File: src/source/blit_pkg.sv
package blit_pkg;

	// screen and sprite geometry
	localparam int SCREEN_W  = 160;
	localparam int SCREEN_H  = 120;
	localparam int PLAYER_SZ = 9;
	localparam int BARREL_SZ = 5;

	typedef logic [2:0] color_t;
	typedef logic [7:0] coord_x_t;
	typedef logic [6:0] coord_y_t;

	typedef struct packed {
		coord_x_t x;
		coord_y_t y;
	} pos_t;

	typedef struct packed {
		coord_x_t x;
		coord_y_t y;
		color_t   color;
	} pixel_t;

	typedef enum logic [1:0] {
		IMG_BG,
		IMG_PLAYER,
		IMG_BARREL
	} img_sel_t;

	typedef struct packed {
		img_sel_t    sel;
		logic [14:0] addr;  // linear index into the selected image
		color_t      data;
	} load_t;

	typedef enum logic [2:0] {
		OP_NONE,
		OP_BG,
		OP_DRAW_PLAYER,
		OP_DRAW_BARREL,
		OP_ERASE_PLAYER,
		OP_ERASE_BARREL
	} blit_op_t;

endpackage
File: src/source/raster_scan.sv
`timescale 1ns/1ns

module raster_scan import blit_pkg::*; (
	input  logic     clk,
	input  logic     resetn,
	input  logic     start,
	input  coord_x_t width,
	input  coord_y_t height,
	output logic     active,
	output coord_x_t col,
	output coord_y_t row,
	output logic     last
);

	coord_x_t col_max;
	coord_y_t row_max;

	// size is held for the whole rectangle
	always_ff @(posedge clk) begin
		if (start) begin
			col_max <= width - coord_x_t'(1);
			row_max <= height - coord_y_t'(1);
		end
	end

	always_ff @(posedge clk) begin
		if (resetn) begin
			active <= 1'b0;
			col    <= '0;
			row    <= '0;
		end else if (start) begin
			// a new start wins over the end of the running scan
			active <= 1'b1;
			col    <= '0;
			row    <= '0;
		end else if (active) begin
			if (col == col_max) begin
				col <= '0;
				if (row == row_max) begin
					active <= 1'b0;
				end else begin
					row <= row + coord_y_t'(1);
				end
			end else begin
				col <= col + coord_x_t'(1);
			end
		end
	end

	assign last = active && (col == col_max) && (row == row_max);  // final location

endmodule

File: config.mk
export PLATFORM = sky130hd
export DESIGN_NAME = raster_scan
export DESIGN_NICKNAME = d
export VERILOG_FILES = /design/src/source/blit_pkg.sv /design/src/source/raster_scan.sv
export SDC_FILE = /design/constraint.sdc
export NUM_CORES = 1
export LEC_CHECK = 0
export BUFFER_PORTS_ARGS = -buffer_cell sky130_fd_sc_hd__buf_2
export CORE_AREA = 4 4 66 113
export DETAILED_ROUTE_END_ITERATION = 12
export DIE_AREA = 0 0 70 117
export HOLD_SLACK_MARGIN = 0.12
export SYNTH_ARGS = -nofsm -noshare
export SYNTH_HDL_FRONTEND = slang
export SYNTH_SLANG_ARGS = --single-unit
File: constraint.sdc
create_clock -name clk -period 2 [get_ports clk]
set_input_delay 0.2 -clock clk [delete_from_list [all_inputs] [get_ports clk]]
set_output_delay 0.2 -clock clk [all_outputs]
set_load 0.01 [all_outputs]
Word-level counts from Yosys, hierarchy flattened
Index checks and enable logic that the tools add are counted.
{"block": "op_classes", "addsub": 4, "mul": 0, "n_div": 0, "magnitude_cmp": 0, "eq_ne": 2, "shifts": 0, "n_mux": 5, "n_bitwise": 1, "reduce_logical": 4}
{"operator": "$add 8x1->8 const B", "count": 1}
{"operator": "$eq 8x8->1", "count": 1}
{"operator": "$mux 8", "count": 1}
{"operator": "$sub 8x1->8 const B", "count": 1}
{"operator": "$add 7x1->7 const B", "count": 1}
{"operator": "$eq 7x7->1", "count": 1}
{"operator": "$sub 7x1->7 const B", "count": 1}
{"operator": "$mux 1", "count": 4}
{"operator": "$reduce_and 3->1", "count": 1}
{"operator": "$logic_and 1x1->1", "count": 2}
{"operator": "$reduce_or 2->1", "count": 1}
{"operator": "$not 1->1", "count": 1}
{"block": "totals", "ff_bits": 31, "latchBits": 0, "ram_bits": 0, "romBits": 0, "input_bits": 18, "out_inout_bits": 17, "wordCells": 21, "n_memories": 0}

Logic depth before layout (Yosys ltp)
Gate-level depths: netlist (run 1).
{"block": "depth", "depth_word": 5, "depth_mapped": 6, "mapped_depth_nobuf": 5}

Worst setup path before layout (run 1)
OpenSTA, ideal clock, no wires.
{"block": "synth_timing", "path_kind": "flip-flop to flip-flop", "start": "register col[0]", "end": "register row[2]", "setup_time_ns": 0.070, "t_arrival_ns": 1.722, "required_ns": 1.930, "slack_ns": 0.209, "stages_incl_launch_ff": 7, "path_buffers": 1, "synth_period_minus_slack_ns": 1.791, "path_cell_list": "dfxtp_1 xor2_1 nor4_2 nand3_2 buf_6 or4_1 a21oi_1"}
{"block": "synth_via", "elab_chain_cells": 2}
{"item": "from (decl)", "line": "raster_scan.sv:10", "source": "output coord_x_t col,"}
{"item": "from (signal assigned)", "line": "raster_scan.sv:45", "source": "col <= col + coord_x_t'(1);"}
{"item": "$eq 8x8->1", "line": "raster_scan.sv:37", "source": "if (col == col_max) begin"}
{"item": "$reduce_and 3->1 (no line)"}
{"item": "to (signal assigned)", "line": "raster_scan.sv:42", "source": "row <= row + coord_y_t'(1);"}
{"item": "to (decl)", "line": "raster_scan.sv:11", "source": "output coord_y_t row,"}
No other way between the ends.
A chain may end at the register's enable or synchronous reset.

Final worst setup path (run 1)
{"block": "layout_timing", "start": "register col_max[1]", "end": "output port last"}
{"block": "layout_via", "elab_chain_cells": 3}
{"item": "from (decl)", "line": "raster_scan.sv:15", "source": "coord_x_t col_max;"}
{"item": "from (signal assigned)", "line": "raster_scan.sv:21", "source": "col_max <= width - coord_x_t'(1);"}
{"item": "$eq 8x8->1", "line": "raster_scan.sv:50", "source": "assign last = active && (col == col_max) && (row == row_max);"}
{"item": "$logic_and 1x1->1 (2 in series)", "line": "raster_scan.sv:50"}
{"item": "to (decl)", "line": "raster_scan.sv:12", "source": "output logic last"}
No other way between the ends.

==> metrics.md, run 1 <==
| Metric | Value |
|---|---|
| First-pass GRT wire length | 5880 µm |
| Via density | 4.40 |
| Synthesis-to-finish area growth | 35.0% |
| Slowest Stage Delay on Critical Path | 0.41 ns |
| Total GRT Usage | 0.0919 |
| Final antenna-violating net count | 0 |
| Starting Density | 0.242 |
| Clock network power share | 0.460 |
| Worst Setup End Kind | primary output |
| EDFF count, synth | 15 |
| Clock buffer depth | 2 |
| Largest net degree at the start of global routing | 17 |
| Critical-path top delay cell | nor4_2 |
| 1st-pass router iterations | 4 |
| GRT busiest layer | met2 |
| Final WS setup | 0.0424 ns |
| GRT Residual Overflow | 0 |
| Worst setup path category | reg2out |
| Fin. max-slew vios | 0 |
| Number of remaining DRC errors | 0 |
| Sw Ratio | 0.218 |
| Die Width | 70 µm |
| Part of the power in combinational logic | 0.079 |
| # rows | 39 |
| DRT iter0 DRCs | 28 |
| Post-synth top flop | dfxtp_1 |
| Routed WL per cell | 12.4 µm |
| Root Buffer | clkbuf_16 |
| Pre-CTS setup slack | 0.0540 ns |
| Critical Path RT | 1.80 ns |
| Die area | 8190 µm² |
| Synth Area per Inst | 10.3 µm² |
| Grt met2 use | 0.187 |
| P_sw | 0.339 mW |
| WP data arrival | 1.76 ns |
| Peak VDD IR | 0.000252 V |
| Seq/Total Area, Yosys | 0.487 |
| Synth unique cells | 30 |
| Worst setup SP type | flip-flop |
| Synth area leaders | edfxtp_1 (28%), dfxtp_1 (20%), xor2_1 (14%) |
| CTS tree | built |
| Routability Congestion | 0.762 |
| Clock transition at path regs | 0.05 ns |
| Cell Pwr Density | 729 nW/µm² |
| Antenna violations before repair | 0 |
| N_diodes | 0 |
| Tot Pwr | 1.56 mW |
| Post-layout nets | 231 |
| Fillcell total | 718 |
| Detailed-placement wirelength estimate | 2780 µm |
| Vias in the first global route | 1321 |
| Min Tclk post-route | 1.96 ns |
| Core Area | 6540 µm² |
| Total number of vias | 1284 |
| Async S/R FF share, synth | 0 |
| Worst hold path class | in2reg |
| Crit Path Max Fanout | 3 |
| Top cell type's share of synthesized area | 0.285 |
| Synthesized area | 1580 µm² |
| Port buffer count | 34 |
| Sinks on Clock Net | 31 |
| Setup Viol. Count Final | 0 |
| Status | finished clean |
| Die Y | 117 µm |
| Routed wire length | 3630 µm |
| Worst path cell trace | xor2_1, nor4_2, nand3_2, buf_4, nor2_2, buf_2 |
| IO Count | 35 |
| Layout Skew | 0.00667 ns |
| Syn nets | 175 |
| Gate Count Post-Synth | 153 |
| Final hold viol count | 0 |
| RSZ-0062 raised after global routing | true |
| Achievable Freq | 511 MHz |
| Leakage | 0.911 nW |
| Max transition margin | 0.667 |
| Synth warn | 0 |
| #FFs+latches synth | 31 |
| Met3 usage | 0.0214 |
| Met1 Use GR | 0.0814 |
| Synth top cells by count | xor2_1 (26), dfxtp_1 (16), edfxtp_1 (15), nor2_1 (15) |
| Placed insts | 279 |
| CTS buffer count | 5 |
| Cell Int Power | 1.22 mW |
| Measured slew at the worst slew-check pin | 0.495 ns |
| Share of cells above drive strength 1 | 0.329 |
| Non-Filler Instances | 292 |
| Max-Cap Viols | 0 |
| Cell taking the most area after synthesis | edfxtp_1 |
| Final period util | 0.979 |
| Sequential power share | 0.461 |
| H-tree depth | 2 |
| Clock insertion delay at the later pin of the skew report | 0.27 ns |
| Count leader, synth | xor2_1 |
==> worst paths after layout <==
path | startpoint | cells past startpoint | slack, ns | to
max | col_max[1]$_DFFE_PP_ | 6 | 0.04 | last
max reg2reg | col_max[1]$_DFFE_PP_ | 6 | 0.06 | row[3]$_SDFFE_PP0P_
min | height[6] | 2 | 0.22 | row_max[6]$_DFFE_PP_
min reg2reg | active$_SDFF_PP0_ | 2 | 0.56 | active$_SDFF_PP0_
==> flip-flops by register name, summed over array words and instances, names as in the netlist <==
signal,count
col,8
active,1
row,7
row_max,7
col_max,8
==> placed cells by master, fill, tap and decap left out, drive strengths merged, types with 5 or more instances in the layout <==
master | Yosys | final
dfxtp | 16 | 16
edfxtp | 15 | 15
nand2 | 8 | 8
a21oi | 8 | 8
buf | 4 | 53
or4 | 6 | 6
o31ai | 5 | 5
clkbuf | 1 | 7
inv | 8 | 8
xnor2 | 7 | 7
nor2 | 15 | 15
xor2 | 26 | 26
nand3 | 6 | 6
==> stage by stage <==
| step | utilization | cell area [µm²] | TNS [ns] | hold slack, ns |
|---|---|---|---|---|
| global route | 0.326 | 2130 | -0.163 | 0.217 |
| global placement | 0.296 | 1940 | 0 | 0.367 |
| floorplan | - | 1580 | 0 | 0.272 |
| finish | 0.326 | 2130 | 0 | 0.220 |
| CTS | 0.321 | 2100 | 0 | 0.220 |
| detailed placement | 0.296 | 1940 | 0 | 0.374 |
==> logic make-up after synthesis <==
group / Yosys count / share of synthesized area
AO/OA/AOI/OAI: 15 / 0.0554
XOR/XNOR: 33 / 0.183
adder cells (fa/ha/maj): 4 / 0.0316
buffers and inverters: 13 / 0.0380
flip-flops: 31 / 0.487
multiplexers: 1 / 0.00633
AND/OR/NAND/NOR: 56 / 0.199
==> critical path, delay by kind of cell (launching register included) <==
kind | cells | cell delay [ns]
buffers and inverters | 2 | 0.30
and+or+nand+nor | 3 | 0.65
xor gates and xnor gates | 1 | 0.16
DFF | 1 | 0.37
==> final cells by class <==
| class | instances | area (µm²) | area share |
|---|---|---|---|
| Sequential cell | 31 | 771 | 0.361 |
| Multi-Input combinational cell | 109 | 767 | 0.359 |
| Timing Repair Buffer | 54 | 327 | 0.153 |
| Clock buffer | 7 | 133 | 0.0621 |
| Tap cell | 82 | 103 | 0.0481 |
| Inverter | 8 | 30.0 | 0.0141 |
| Clock inverter | 1 | 5.00 | 0.00234 |
==> routing by layer <==
layer  wire [µm]  vias to the layer above
li1            -                      645
met1        1330                      612
met2        2090                       20
met3         117                        7
met4          94                        0
met5           0                        -
==> power groups by stage <==
stage,clock [mW],combinational [mW],sequential [mW]
final,0.717,0.123,0.718
after global routing,0.747,0.138,0.721
after global placement,0,0.114,0.729
after CTS,0.718,0.119,0.718
after detailed placement,0,0.117,0.730
after floorplan,0,0.0636,0.729
==> what timing repair did <==
action	CTS	global route
hold buffers	1	0
buffers inserted	2	2
setup endpoints to repair	1	5
pin swaps	1	3
hold endpoints to repair	1	0
resized for setup	0	5
(Power assumes the default switching activity.)
==> inputs of run 2 (changes only) <==
--- a/config.mk
+++ b/config.mk
@@ -6,10 +6,11 @@
 export NUM_CORES = 1
 export LEC_CHECK = 0
 export BUFFER_PORTS_ARGS = -buffer_cell sky130_fd_sc_hd__buf_2
-export CORE_AREA = 4 4 66 113
+export CORE_AREA = 4 4 73 102
 export DETAILED_ROUTE_END_ITERATION = 12
-export DIE_AREA = 0 0 70 117
+export DIE_AREA = 0 0 77 106
 export HOLD_SLACK_MARGIN = 0.12
 export SYNTH_ARGS = -nofsm -noshare
 export SYNTH_HDL_FRONTEND = slang
 export SYNTH_SLANG_ARGS = --single-unit
+export TNS_END_PERCENT = 1
==> run 2 against run 1 <==
Power down 17%. Cell area down 2.7%. Routed wire length down 6.1%. Critical endpoint is now row[4]$_SDFFE_PP0P_. Register-to-register slack about the same. Critical path depth unchanged. Final cell count down 4.1%. Core utilization down 0.81 points. Fmax up 1.2%. Critical path type is now reg2reg. Sequential power about the same.
==> metrics.md, run 2 (synthesized netlist as in run 1, its figures left out) <==
| Metric | Value |
|---|---|
| Status | finished clean |
| Worst Setup End Kind | flip-flop |
| N_diodes | 0 |
| WP data arrival | 2.14 ns |
| Seq. cell area | 771 µm² |
| Total number of vias | 1262 |
| Core Area | 6530 µm² |
| Fillcell total | 673 |
| IO Count | 35 |
| Starting Density | 0.242 |
| Total GRT Usage | 0.0841 |
| Most frequent cells in the layout | buf_2 (34), xor2_1 (26), dfxtp_1 (16), edfxtp_1 (15), nor2_1 (14) |
| # rows | 35 |
| Pre-CTS setup slack | 0.0943 ns |
| Final antenna-violating net count | 0 |
| Final WS setup | 0.0649 ns |
| Critical Path RT | 2.21 ns |
| Worst hold path class | in2reg |
| Antenna violations before repair | 0 |
| Crit-path leading delay family | simple AND/OR/NAND/NOR gates |
| Measured slew at the worst slew-check pin | 0.425 ns |
| Worst path depth | 6 |
| Setup Viol. Count Final | 0 |
| Die area | 8160 µm² |
| Slowest Stage Delay on Critical Path | 0.46 ns |
| Peak VDD IR | 0.000235 V |
| Largest net degree at the start of global routing | 17 |
| Routability Congestion | 0.794 |
| Final period util | 0.968 |
| CTS tree | built |
| CTS buffer count | 5 |
| Largest regs | col x8, col_max x8 |
| R2R depth | 6 |
| Final hold viol count | 0 |
| Die Width | 77 µm |
| Sinks on Clock Net | 31 |
| Core occupancy in the finished layout | 0.318 |
| Max transition margin | 0.717 |
| Achievable Freq | 517 MHz |
| Number of remaining DRC errors | 0 |
| Reg-to-Reg Start | col_max[6]$_DFFE_PP_ |
| Share of cells above drive strength 1 | 0.345 |
| 1st-pass router iterations | 4 |
| CP startpoint | col_max[6]$_DFFE_PP_ |
| Worst setup SP type | flip-flop |
| Worst path cell trace | xor2_1, nor4_2, nand3_2, buf_6, or4_1, a21oi_1 |
| Post-layout nets | 227 |
| First-pass GRT wire length | 5380 µm |
| Setup crit end | row[4]$_SDFFE_PP0P_ |
| Via density | 4.51 |
| Crit Path Max Fanout | 5 |
| Clock buffer depth | 2 |
| RSZ-0062 raised after global routing | true |
| Die Y | 106 µm |
| Cell Pwr Density | 622 nW/µm² |
| Fin. max-slew vios | 0 |
| Placed insts | 267 |
| Non-Filler Instances | 280 |
| Vias in the first global route | 1201 |
| Leakage | 0.863 nW |
| Tot Pwr | 1.29 mW |
| Layout Skew | 0.00402 ns |
| Max-Cap Viols | 0 |
| Critical-path top delay cell | or4_1 |
| H-tree depth | 2 |
| Commonest non-fill, non-tap cell in the layout | buf_2 |
| Clock insertion delay at the later pin of the skew report | 0.28 ns |
| Min Tclk post-route | 1.94 ns |
| Detailed-placement wirelength estimate | 2640 µm |
| Port buffer count | 34 |
| Worst setup path category | reg2reg |
| FF-to-FF setup slack | 0.06 ns |
| WP buf/inv | 1 |
| Worst R2R End | row[4]$_SDFFE_PP0P_ |
| Clock transition at path regs | 0.06 ns |
| Root Buffer | clkbuf_8 |
| Routed WL per cell | 12.2 µm |
| Routed wire length | 3410 µm |
| Synthesis-to-finish area growth | 31.3% |
| GRT Residual Overflow | 0 |
| Multi-input logic area | 800 µm² |
| DRT iter0 DRCs | 68 |
run 2: cell count changes in the layout (fill, tap and decap cells not counted), sizes merged:
cell and delta:
clkbuf +1, clkinv -1, buf -4
run 2: timing repair:
| action | in CTS | in global routing |
|---|---|---|
| hold endpoints to repair | 1 | 0 |
| cloned | 0 | 1 |
| pin swaps | 1 | 7 |
| setup endpoints to repair | 1 | 4 |
| buffers inserted | 1 | 2 |
| hold buffers | 1 | 0 |
| resized for setup | 0 | 15 |
run 2: worst min path at each step:
| stage | start | end | cells after the start |
|---|---|---|---|
| final | height[6] | row_max[6]$_DFFE_PP_ | 2 |
| after global routing | height[6] | row_max[6]$_DFFE_PP_ | 2 |
| after CTS | height[6] | row_max[6]$_DFFE_PP_ | 2 |
| after detailed placement | resetn | active$_SDFF_PP0_ | 2 |
| after global placement | resetn | active$_SDFF_PP0_ | 2 |
| after floorplan | resetn | active$_SDFF_PP0_ | 1 |
run 2: power by group:
part / internal [mW] / switching, mW / leakage [nW]
Sequential: 0.702 / 0.0134 / 0.276
Clock: 0.246 / 0.209 / 0.0395
Combinational: 0.0555 / 0.0645 / 0.548
run 2: per-layer routing:
layer  track usage  vias to the layer above  wire length, µm
li1              -                      639                -
met3        0.0237                        7              172
met5             0                        -                0
met2         0.152                       35             1790
met1        0.0829                      581             1330
met4        0.0547                        0              117
run 2: cell type report:
class / count / share of cell area
clock buffer: 8 / 0.0386
timing repair buffer: 50 / 0.146
sequential: 31 / 0.371
inverter: 8 / 0.0145
multi-input combinational: 109 / 0.385
tap: 74 / 0.0446
run 2: per-stage QoR:
step	hold WS, ns	area (µm²)	setup TNS (ns)
after floorplan	0.272	1580	0
after global placement	0.369	1900	0
after detailed placement	0.370	1900	0
after CTS	0.208	1990	0
after global routing	0.211	2080	-0.127
final	0.214	2080	0
