==> config.mk <==
export PLATFORM = sky130hd
export DESIGN_NAME = blit_sequencer
export DESIGN_NICKNAME = d
export VERILOG_FILES = /design/src/source/blit_pkg.sv /design/src/source/blit_sequencer.sv
export SDC_FILE = /design/constraint.sdc
export NUM_CORES = 1
export LEC_CHECK = 0
export BUFFER_PORTS_ARGS = -buffer_cell sky130_fd_sc_hd__clkbuf_2
export CORE_MARGIN = 4
export CORE_UTILIZATION = 39
export DETAILED_ROUTE_END_ITERATION = 7
export HOLD_SLACK_MARGIN = 0.05
export PLACE_DENSITY_LB_ADDON = 0.05
export REMOVE_ABC_BUFFERS = 1
export SLEW_MARGIN = 20
export SYNTH_ARGS = -nofsm -noshare
export SYNTH_HDL_FRONTEND = slang
export SYNTH_SLANG_ARGS = --single-unit
==> constraint.sdc <==
create_clock -name clk -period 2.24 [get_ports clk]
set_input_delay 0.112 -clock clk [delete_from_list [all_inputs] [get_ports clk]]
set_output_delay 0.112 -clock clk [all_outputs]
set_load 0.02 [all_outputs]
==> src/source/blit_pkg.sv <==
package blit_pkg;

	// screen and sprite geometry
	localparam int SCREEN_W  = 160;
	localparam int SCREEN_H  = 120;
	localparam int PLAYER_SZ = 9;
	localparam int BARREL_SZ = 5;

	typedef logic [2:0] color_t;
	typedef logic [7:0] coord_x_t;
	typedef logic [6:0] coord_y_t;

	typedef struct packed {
		coord_x_t x;
		coord_y_t y;
	} pos_t;

	typedef struct packed {
		coord_x_t x;
		coord_y_t y;
		color_t   color;
	} pixel_t;

	typedef enum logic [1:0] {
		IMG_BG,
		IMG_PLAYER,
		IMG_BARREL
	} img_sel_t;

	typedef struct packed {
		img_sel_t    sel;
		logic [14:0] addr;  // linear index into the selected image
		color_t      data;
	} load_t;

	typedef enum logic [2:0] {
		OP_NONE,
		OP_BG,
		OP_DRAW_PLAYER,
		OP_DRAW_BARREL,
		OP_ERASE_PLAYER,
		OP_ERASE_BARREL
	} blit_op_t;

endpackage
==> src/source/blit_sequencer.sv <==
`timescale 1ns/1ns

module blit_sequencer import blit_pkg::*; (
	input  logic     clk,
	input  logic     resetn,
	input  logic     go,
	input  logic     step,
	input  pos_t     player_pos,
	input  pos_t     barrel_pos,
	input  logic     last,
	output logic     start,
	output coord_x_t width,
	output coord_y_t height,
	output blit_op_t op,
	output pos_t     origin,
	output logic     ready
);

	typedef enum logic [2:0] {
		S_IDLE,
		S_BG,
		S_ERASE_BARREL,
		S_ERASE_PLAYER,
		S_DRAW_BARREL,
		S_DRAW_PLAYER,
		S_DRAIN,
		S_WAIT
	} state_t;

	state_t state;
	state_t state_nxt;
	logic   accept;
	pos_t   cur_player;
	pos_t   cur_barrel;
	pos_t   new_player;
	pos_t   new_barrel;

	assign accept = (state == S_IDLE && go) || (state == S_WAIT && step);
	assign ready  = (state == S_IDLE) || (state == S_WAIT);

	always_comb begin
		state_nxt = state;
		case (state)
			S_IDLE:         if (go) state_nxt = S_BG;
			S_WAIT:         if (step) state_nxt = S_ERASE_BARREL;
			S_BG:           if (last) state_nxt = S_DRAW_BARREL;
			S_ERASE_BARREL: if (last) state_nxt = S_ERASE_PLAYER;
			S_ERASE_PLAYER: if (last) state_nxt = S_DRAW_BARREL;
			S_DRAW_BARREL:  if (last) state_nxt = S_DRAW_PLAYER;
			S_DRAW_PLAYER:  if (last) state_nxt = S_DRAIN;
			S_DRAIN:        state_nxt = S_WAIT;  // last pixel leaves the pipe
			default:        state_nxt = S_IDLE;
		endcase
	end

	// next rectangle is launched in the cycle of the previous last
	assign start = accept || (last && state != S_DRAW_PLAYER);

	always_comb begin
		width  = coord_x_t'(BARREL_SZ);
		height = coord_y_t'(BARREL_SZ);
		case (state_nxt)
			S_BG: begin
				width  = coord_x_t'(SCREEN_W);
				height = coord_y_t'(SCREEN_H);
			end
			S_ERASE_PLAYER, S_DRAW_PLAYER: begin
				width  = coord_x_t'(PLAYER_SZ);
				height = coord_y_t'(PLAYER_SZ);
			end
			default: ;
		endcase
	end

	always_ff @(posedge clk) begin
		if (resetn) begin
			state <= S_IDLE;
		end else begin
			state <= state_nxt;
		end
	end

	always_ff @(posedge clk) begin
		if (accept) begin
			new_player <= player_pos;
			new_barrel <= barrel_pos;
		end
		// old position stays until its erase is done
		if (start && state_nxt == S_DRAW_BARREL) begin
			cur_barrel <= new_barrel;
		end
		if (start && state_nxt == S_DRAW_PLAYER) begin
			cur_player <= new_player;
		end
	end

	always_comb begin
		op     = OP_NONE;
		origin = '0;
		case (state)
			S_BG: op = OP_BG;
			S_ERASE_BARREL: begin
				op     = OP_ERASE_BARREL;
				origin = cur_barrel;
			end
			S_ERASE_PLAYER: begin
				op     = OP_ERASE_PLAYER;
				origin = cur_player;
			end
			S_DRAW_BARREL: begin
				op     = OP_DRAW_BARREL;
				origin = cur_barrel;
			end
			S_DRAW_PLAYER: begin
				op     = OP_DRAW_PLAYER;
				origin = cur_player;
			end
			default: ;
		endcase
	end

endmodule

# Yosys cells after proc, flatten, opt, wreduce, memory -nomap -nowiden
# Index checks and enable logic that the tools add are counted.
# totals
memories	0
rom_bits	0
in_bits	35
latch_bits	0
ram_bits	0
ff_bits	63
out_inout_bits	35
elab_cells	45
# op_classes
reduce_logical	13
eq_ne	12
muxes	11
n_shift	0
add_sub_neg	0
div_mod_pow	0
n_bitwise	0
n_mul	0
magnitude_cmp	0
# ops
operator	count
$pmux W15 S2	1
$pmux W3 S7	1
$eq A3 B3 Y1 const B	6
$mux W3	6
$pmux W8 S2	1
$pmux W3 S5	1
$pmux W7 S2	1
$eq A3 B2 Y1 const B	3
$reduce_or A2 Y1	4
$eq A3 B1 Y1 const B	2
$logic_and A1 B1 Y1	5
$logic_not A3 Y1	1
$logic_or A1 B1 Y1	3
$ne A3 B3 Y1 const B	1

# Logic depth before layout (Yosys ltp)
# Gate-level depths: netlist of run 1.
# logic_depth
depth_word	6
ltp_mapped	6
mapped_depth_nobuf	4

# Least setup slack after synthesis of run 1
# OpenSTA, ideal clock, no wires.
# synth_path
path_type	flip-flop to output port
start	register state[0]
end	output port width[2]
path_buffers	2
stages_incl_launch_ff	6
path_slack_ns	0.260
arrival_ns	1.868
required_ns	2.128
path_cell_list	dfxtp_1 buf_2 o211ai_1 inv_1 nor2_1 buf_4
# synth_between
elab_chain_len	6
word_cells_on_any_way	21
classes_between	10 x eq/ne; 8 x mux; 3 x reduce/logical
# synth_rtl
element	line	rtl
from (decl)	blit_sequencer.sv:30	state_t state;
from (signal assigned)	blit_sequencer.sv:79	state <= state_nxt;
$eq A3 B2 Y1 or $eq A3 B1 Y1 (tied branches)	blit_sequencer.sv:43	case (state)
$reduce_or A2 Y1 (no source line)	-	
$pmux W3 S7 *	blit_sequencer.sv:43	
$eq A3 B3 Y1 or $eq A3 B2 Y1 (tied branches)	blit_sequencer.sv:62	case (state_nxt)
$reduce_or A2 Y1	blit_sequencer.sv:62	
$pmux W8 S2 *	blit_sequencer.sv:62	
to (decl)	blit_sequencer.sv:12	output coord_x_t width,
# Every way passes the cells marked *; elsewhere a longest branch is shown, timed or not.

# Worst setup path in the final report of run 1
# layout_path
start	register state[2]
end	output port start
# layout_between
elab_chain_len	4
word_cells_on_any_way	8
classes_between	2 x eq/ne; 6 x reduce/logical
# layout_rtl
element	line	rtl
$eq A3 B3 Y1 or $logic_not A3 Y1 (tied branches)	blit_sequencer.sv:38	assign accept = (state == S_IDLE && go) || (state == S_WAIT && step);
$logic_and A1 B1 Y1	blit_sequencer.sv:38	
$logic_or A1 B1 Y1 *	blit_sequencer.sv:38	
named net accept	blit_sequencer.sv:32	logic accept;
$logic_or A1 B1 Y1 *	blit_sequencer.sv:57	assign start = accept || (last && state != S_DRAW_PLAYER);
to (decl)	blit_sequencer.sv:11	output logic start,
# The timed path passes the listed nets; every way through them passes the cells marked *.

==> results.md, run 1 <==
- Clock power frac: 39.7%
- Wire per inst: 13.3 um
- RR Startpoint: state[2]
- Synth top area cells: edfxtp_1 75%, mux2i_1 6.3%, buf_4 3.5%, nor2_1 3.0%, dfxtp_1 2.5%
- Seq/Total Area, Yosys: 77.8%
- Routed via count: 1,463
- Post-route ant nets: 0
- Post-synthesis cell count: 145
- Initial Util: 40.4%
- Hold Fails Final Rpt: 0
- Combinational fraction of design power: 12.1%
- DRC: 0
- IO Port Bufs: 65
- Post-synth EDFFs: 60
- Critical Path RT: 2.13 ns
- Synth async-reset ratio: 0%
- H-tree depth: 3
- Post-synth top area share: 75.3%
- CTS tree: yes
- Crit path launch: state[2]
- Top-count cell post-synth: edfxtp_1
- Placement-stage cell area: 2780 um^2
- Largest net degree at the start of global routing: 18
- Sw Ratio: 22.2%
- Final setup vio count: 0
- Vias/cell: 4.49
- Total Power: 2.89 mW
- CP max FO: 15
- CP Capture Type: primary output
- CP arrival: 1.99 ns
- Max_cap viols: 0
- WHS Endpoint: state[1]
- Yosys Warn Count: 0
- Placed instance count: 279
- Gr ovfl total: 0
- Layout cell share with drive strength beyond 1: 37.1%
- Min-delay src: last
- Core Area: 5920 um^2
- Routed WL: 4.35 mm
- 1st-iter DRT viols: 63
- Inserted Diodes: 0
- DPL Wire Length: 2.91 mm
- Least-Margin Pin Slew: 0.890 ns
- WS Path Type: reg2out
- Final cell count without fillers: 326
- Tot GR Track Use: 12.8%
- Die height: 86.3 um
- Power Dens Cells: 869 nW/um^2
- Clock Tree Buf Depth: 2
- Avg Inst Size Synth: 16.5 um^2
- Layout Skew: 0.00697 ns
- Die extent in x: 86.3 um
- Crit path launch type: flop
- Period utilization: 93.9%
- Ports: 70
- CTS sink count: 63
- Row cnt: 28
- P&R area growth vs syn: 39.2%
- Largest area contributor in the netlist: edfxtp_1
- Number of global-route vias before repair: 1,470
- Seq pwr share: 48.3%
- Minimum clock period: 2.10 ns
- Initial antenna violation count: 0
- Top cells by count, synth: 60 x edfxtp_1, 19 x nor2_1, 15 x mux2i_1
- Switch Pwr: 0.642 mW
- Hold path cells: 3
- #FFs+latches synth: 63
- Pint: 2.25 mW
- Clock Latency Late Sink: 0.33 ns
- # nets final: 281
- Relative slew slack: 40.4%
- Root Buffer Master: clkbuf_8
- Run status: finished, final reports clean
- CTS clk-pin slew, worst paths: 0.06 ns
- FF-to-FF path depth: 3
- Max Fclk: 475 MHz
- Utilization after layout: 56.2%
- Pre-antenna DRT Iters: 4
- Post-CTS setup buffers: 0
- Pleak: 1.32 nW
- Dominant synthesized flop cell: edfxtp_1
- Post-route cell area: 3330 um^2
- Post-Syn Area: 2390 um^2
- Hold WC Path Type: in2reg
- RSZ-0062 raised after global routing: false
- Peak supply drop: 0.000455 V
- FF-to-FF setup slack: 0.52 ns
- Worst R2R End: new_player[13]
- Final GP Congestion: 0.831
- Die area: 7450 um^2
- Synth cell types: 27
- Fin. max-slew vios: 0
- Number of buffers inserted during clock tree synthesis: 9
- First-pass GRT wire length: 6.93 mm
worst max-delay path: stages, from the launching register on:
cell and delay (ns):
dfxtp_2 0.40, or4b_1 0.58, or2b_2 0.19, buf_4 0.22, a21o_1 0.11, clkbuf_2 0.16
layout make-up:
cell class | instances | area (um^2)
Fill cell | 504 | 2590
Timing Repair Buffer | 104 | 696
Tap cell | 75 | 93.8
Inverter | 1 | 3.75
Sequential cell | 63 | 1860
Clock buffer | 9 | 124
Multi-Input combinational cell | 67 | 437
Clock inverter | 7 | 111
cell usage in the layout, fill, tap and decap left out, types with 3 or more instances in the layout:
master and n:
clkbuf_2 65, edfxtp_1 60, dlygate4sd3_1 31, nor2_1 18, mux2i_1 15, clkbuf_8 9
buf_4 8, nor2b_1 5, nand2_1 4, conb_1 4, bufinv_16 3
logic make-up (layout without fill, tap and decap cells):
group	count (synthesis)	count (layout)	share of synthesized area, %
buf+inv	18	121	4.81
mux	15	15	6.28
xor+xnor	2	2	0.732
other cells	1	4	0.157
simple gates	37	37	7.64
flops	63	63	77.8
compound gates	9	9	2.56
power by group through the flow:
stage          sequential (mW)  clock (mW)  combinational, mW
3_3_place_gp              1.42           0              0.308
4_1_cts                   1.40        1.18              0.355
6_report                  1.40        1.15              0.349
5_1_grt                   1.40        1.23              0.380
2_1_floorplan             1.43           0              0.169
3_5_place_dp              1.42           0              0.312
metal layers:
layer	vias to the layer above	part of all wire [%]	wire length, um	GRT usage (%)
met4	0	1.8	80	8.07
met2	51	48	2070	20.1
li1	721	-	-	-
met5	-	0	0	0
met1	683	43	1890	14.8
met3	8	7.1	310	4.56
registers in the layout, indices dropped and copies added, names as in the netlist:
| name | count |
|---|---|
| cur_barrel | 15 |
| cur_player | 15 |
| new_barrel | 15 |
| new_player | 15 |
| state | 3 |
how the worst max path moves through the flow:
stage,cells past startpoint,end
detailed placement,4,height[2]
CTS,4,height[2]
finish,5,start
global route,4,width[2]
global placement,5,start
floorplan,4,height[2]
what timing repair did:
item | CTS | global route
setup endpoints to repair | 2 | 4
endpoints found under the hold margin | 33 | 0
hold buffers | 31 | 0
resized for setup | 0 | 2
pin swaps | 0 | 0
through the flow:
| step | hold slack (ns) | worst slack, ns | TNS (ns) |
|---|---|---|---|
| floorplan | 0.181 | -0.904 | -3.03 |
| CTS | 0.154 | -0.0111 | -0.0210 |
| global route | 0.196 | 0.00369 | 0 |
| finish | 0.159 | 0.137 | 0 |
| detailed placement | 0.291 | 0.351 | 0 |
| global placement | 0.288 | 0.437 | 0 |
Power figures use the tool's default switching activity.
==> run 2, diff against run 1 <==
==> constraint.sdc (replaced) <==
create_clock -name clk -period 1.9 [get_ports clk]
set_input_delay 0.095 -clock clk [delete_from_list [all_inputs] [get_ports clk]]
set_output_delay 0.095 -clock clk [all_outputs]
set_load 0.02 [all_outputs]
==> run 2 against run 1 <==
Power is 10% higher. Via count up 1.9%. Cell count grew 3.4%.
==> results.md, run 2 (same netlist as run 1, synthesis figures left out) <==
- Run status: finished, final reports clean
- Most frequent cells in the layout: 64 x clkbuf_2, 60 x edfxtp_1, 31 x dlygate4sd3_1
- Clock Tree Buf Depth: 2
- Total Power: 3.18 mW
- Inserted Diodes: 0
- Routed WL: 4.43 mm
- Fin. max-slew vios: 0
- 1st-iter DRT viols: 46
- Root Buffer Master: clkbuf_8
- Placed instance count: 281
- Die area: 7450 um^2
- Slowest cell on crit path: or4b_4
- Peak supply drop: 0.000538 V
- CTS tree: yes
- P&R area growth vs syn: 43.6%
- Final cell count without fillers: 337
- CP cell instances: or4b_4 > or2b_4 > buf_12 > a21o_1 > buf_6
- Largest net degree at the start of global routing: 18
- Vias/cell: 4.42
- Initial Util: 40.4%
- IO Port Bufs: 65
- Largest delay share family, worst path: simple AND/OR/NAND/NOR gates
- Critical path depth: 5
- Crit path launch type: flop
- Number of buffers inserted during clock tree synthesis: 9
- Row cnt: 28
- Routed via count: 1,491
- Wire per inst: 13.1 um
- DPL Wire Length: 2.94 mm
- CP peak stage delay: 0.52 ns
- H-tree depth: 3
- Clock Latency Late Sink: 0.33 ns
- Max Fclk: 546 MHz
- Gr ovfl total: 0
- FF-to-FF setup slack: 0.17 ns
- Hold slack final: 0.164 ns
- WHS Endpoint: state[1]
- Core Area: 5920 um^2
- Ports: 70
- Max_cap viols: 0
- Die height: 86.3 um
- DRC: 0
- Minimum clock period: 1.83 ns
- Layout Skew: 0.00598 ns
- Hold Fails Final Rpt: 0
- Tot GR Track Use: 13.0%
- CP Capture Type: primary output
- RSZ-0062 raised after global routing: false
- Power Dens Cells: 927 nW/um^2
- Pleak: 1.37 nW
- Commonest non-fill, non-tap cell in the layout: clkbuf_2
- First-pass GRT wire length: 7.11 mm
- Die extent in x: 86.3 um
- Hold WC Path Type: in2reg
- Critical Path RT: 1.80 ns
- RR Startpoint: state[2]
- CTS sink count: 63
- CTS clk-pin slew, worst paths: 0.06 ns
- CP max FO: 5
- Period utilization: 96.4%
- Hold path cells: 3
- # nets final: 292
- Post-route ant nets: 0
- Pre-antenna DRT Iters: 4
- WS Path Type: reg2out
- WP buf/inv: 2
- Initial antenna violation count: 0
- Number of global-route vias before repair: 1,524
- CP arrival: 1.74 ns
- Worst R2R End: new_barrel[8]
- Min-delay src: last
- Final setup vio count: 0
- FF-to-FF path depth: 4
- Layout cell share with drive strength beyond 1: 40.5%
- Final GP Congestion: 0.818
==> run 2: where the power goes <==
part / switching, mW / internal, mW
Clock: 0.480 / 0.593
Combinational: 0.254 / 0.216
Sequential: 0.0218 / 1.62
Total: 0.755 / 2.43
==> run 2: final cells by class <==
type,instances,area [um^2]
Sequential cell,63,1870
Multi-Input combinational cell,67,454
Timing Repair Buffer,115,826
Fill cell,476,2490
Clock buffer,9,124
Clock inverter,7,63.8
Tap cell,75,93.8
Inverter,1,3.75
==> run 2: worst min-delay path: cells and delay by family <==
family                 cells  cell delay (ns)
buffers and inverters      1             0.17
AND/OR/NAND/NOR            1             0.12
AO/OA/AOI/OAI              1             0.06
==> run 2: timing repair <==
action / in CTS / in global routing
pin swaps: 0 / 3
hold buffers: 31 / 0
gates resized for setup: 8 / 4
endpoints found under the hold margin: 33 / 0
setup buffers: 3 / 6
setup endpoints to repair: 16 / 3
==> run 2: how the worst max path moves through the flow <==
stage,startpoint,endpoint,slack (ns)
2_1_floorplan,state[0],height[2],-1.23
3_5_place_dp,state[2],height[2],0.16
6_report,state[2],start,0.07
3_3_place_gp,state[2],height[2],0.22
4_1_cts,state[2],start,0.001
5_1_grt,state[2],start,0.008
==> run 2: layer usage <==
metal,vias up,track usage (%),wire length (um)
met4,0,7.65,68
li1,744,-,-
met5,-,0,0
met3,6,3.71,278
met1,688,14.7,1760
met2,53,21.8,2320
==> run 2: per-stage QoR <==
| stage | worst slack (ns) | cell area [um^2] | util, % | TNS, ns |
|---|---|---|---|---|
| global route | 0.00822 | 3430 | 58.0 | 0 |
| finish | 0.0682 | 3430 | 58.0 | 0 |
| global placement | 0.218 | 2810 | 47.4 | 0 |
| detailed placement | 0.164 | 2810 | 47.4 | 0 |
| floorplan | -1.23 | 2290 | - | -17.53 |
| CTS | 0.00109 | 3370 | 56.9 | 0 |
==> run 3, diff against run 2 <==
--- a/config.mk
+++ b/config.mk
@@ -11,6 +11,7 @@
 export DETAILED_ROUTE_END_ITERATION = 7
 export HOLD_SLACK_MARGIN = 0.05
 export PLACE_DENSITY_LB_ADDON = 0.05
+export RECOVER_POWER = 100
 export REMOVE_ABC_BUFFERS = 1
 export SLEW_MARGIN = 20
 export SYNTH_ARGS = -nofsm -noshare
==> run 3 against run 2 <==
Maximum frequency increased by 0.12%. Cell count unchanged. Combinational power decreased by 4.3%. Largest cell class unchanged. Highest routed layer unchanged.
==> results.md, run 3 (same netlist as run 1, synthesis figures left out) <==
- Sw Ratio: 23.9%
- P&R area growth vs syn: 41.0%
- Die extent in x: 86.3 um
- 1st-iter DRT viols: 40
- Fin worst setup slack: 0.0704 ns
- FF-to-FF setup slack: 0.07 ns
- Utilization after layout: 57.0%
- Power Dens Cells: 938 nW/um^2
- Met2 Usage GRT: 21.8%
- Post-route ant nets: 0
- Final cell count without fillers: 337
- Hold WC Path Type: in2reg
- Ports: 70
- Row cnt: 28
- DPL Wire Length: 2.94 mm
- Initial Util: 40.4%
- Peak supply drop: 0.000541 V
- Crit path launch: state[2]
- IO Port Bufs: 65
- CP Capture Type: flop
- WS Path Type: reg2reg
- Hold Fails Final Rpt: 0
- Critical Path RT: 1.89 ns
- Routed WL: 4.52 mm
- Largest net degree at the start of global routing: 18
- M3 GR Usage: 3.71%
- Hold slack final: 0.164 ns
- Switch Pwr: 0.757 mW
- Placed instance count: 281
- Final setup vio count: 0
- Placement-stage cell area: 2810 um^2
- Total Power: 3.17 mW
- Pleak: 1.29 nW
- Met1 Usage GRT: 14.7%
- Final GP Congestion: 0.818
- RR Startpoint: state[2]
- Fin. max-slew vios: 0
- Wire per inst: 13.4 um
- Busiest grt layer: met2
- Period utilization: 96.3%
- # nets final: 292
- H-tree depth: 3
- Worst R2R End: new_barrel[8]
- Clock Latency Late Sink: 0.33 ns
- Clock power frac: 33.9%
- CTS clk-pin slew, worst paths: 0.06 ns
- Core Area: 5920 um^2
- Gr ovfl total: 0
- Die height: 86.3 um
- Clock Tree Buf Depth: 2
- Number of global-route vias before repair: 1,524
- CP arrival: 1.82 ns
- Minimum clock period: 1.83 ns
- Pre-CTS setup slack: 0.164 ns
- Final-layout fill cell count: 494
- Max Fclk: 547 MHz
- Setup TNS: 0 ns
- Most frequent cells in the layout: 60 x edfxtp_1, 48 x clkbuf_2, 31 x dlygate4sd3_1
- RSZ-0062 raised after global routing: false
- Initial antenna violation count: 0
- Combinational fraction of design power: 14.2%
- Layout Skew: 0.00571 ns
- FF-to-FF path depth: 4
- CTS sink count: 63
- Max_cap viols: 0
- Number of buffers inserted during clock tree synthesis: 9
- First-pass GRT wire length: 7.11 mm
- Crit path launch type: flop
- DRC: 0
- Root Buffer Master: clkbuf_8
- Commonest non-fill, non-tap cell in the layout: edfxtp_1
- Pre-antenna DRT Iters: 4
- Die area: 7450 um^2
- Layout cell share with drive strength beyond 1: 32.1%
- Routed via count: 1,494
- Pint: 2.41 mW
- Post-route cell area: 3370 um^2
- Seq pwr share: 51.9%
- Hold path cells: 3
- Vias/cell: 4.43
- Inserted Diodes: 0
- Crit path capture: new_barrel[8]
- CP max FO: 14
- Run status: finished, final reports clean
- Tot GR Track Use: 13.0%
- CTS tree: yes
## run 3: layout make-up
type	count	area (um^2)	area share (%)
multi-input combinational	67	443	13.1
inverter	1	3.75	0.111
clock inverter	7	63.8	1.89
tap	75	93.8	2.78
sequential	63	1870	55.3
clock buffer	9	124	3.67
timing repair buffer	115	778	23.1
## run 3: worst max-delay path: stages, from the launching register on
cell     delay (ns)
dfxtp_2        0.35
or4b_4         0.52
or2b_4         0.23
buf_12         0.09
buf_2          0.30
## run 3: worst min-delay path by stage
stage | endpoint | start
final | state[1] | last
after global routing | state[1] | last
after CTS | state[1] | last
after detailed placement | new_player[0] | player_pos[0]
after global placement | new_player[14] | player_pos[14]
after floorplan | state[1] | resetn
## run 3: timing repair
action / CTS / global route
hold buffers: 31 / 0
setup endpoints to repair: 16 / 3
endpoints found under the hold margin: 33 / 0
gates cloned: 0 / 0
buffers inserted: 3 / 6
gates resized for setup: 8 / 4
pin swaps: 0 / 3
## run 3: layer usage
metal,vias up,part of all wire (%)
li1,741,-
met1,694,41
met2,51,51
met3,8,6.1
met4,0,1.7
met5,-,0
## run 3: power groups by stage
stage	combinational [mW]	clock, mW	sequential [mW]
detailed placement	0.382	0	1.67
floorplan	0.200	0	1.68
global placement	0.376	0	1.67
CTS	0.454	1.11	1.64
global route	0.491	1.17	1.65
finish	0.450	1.07	1.64
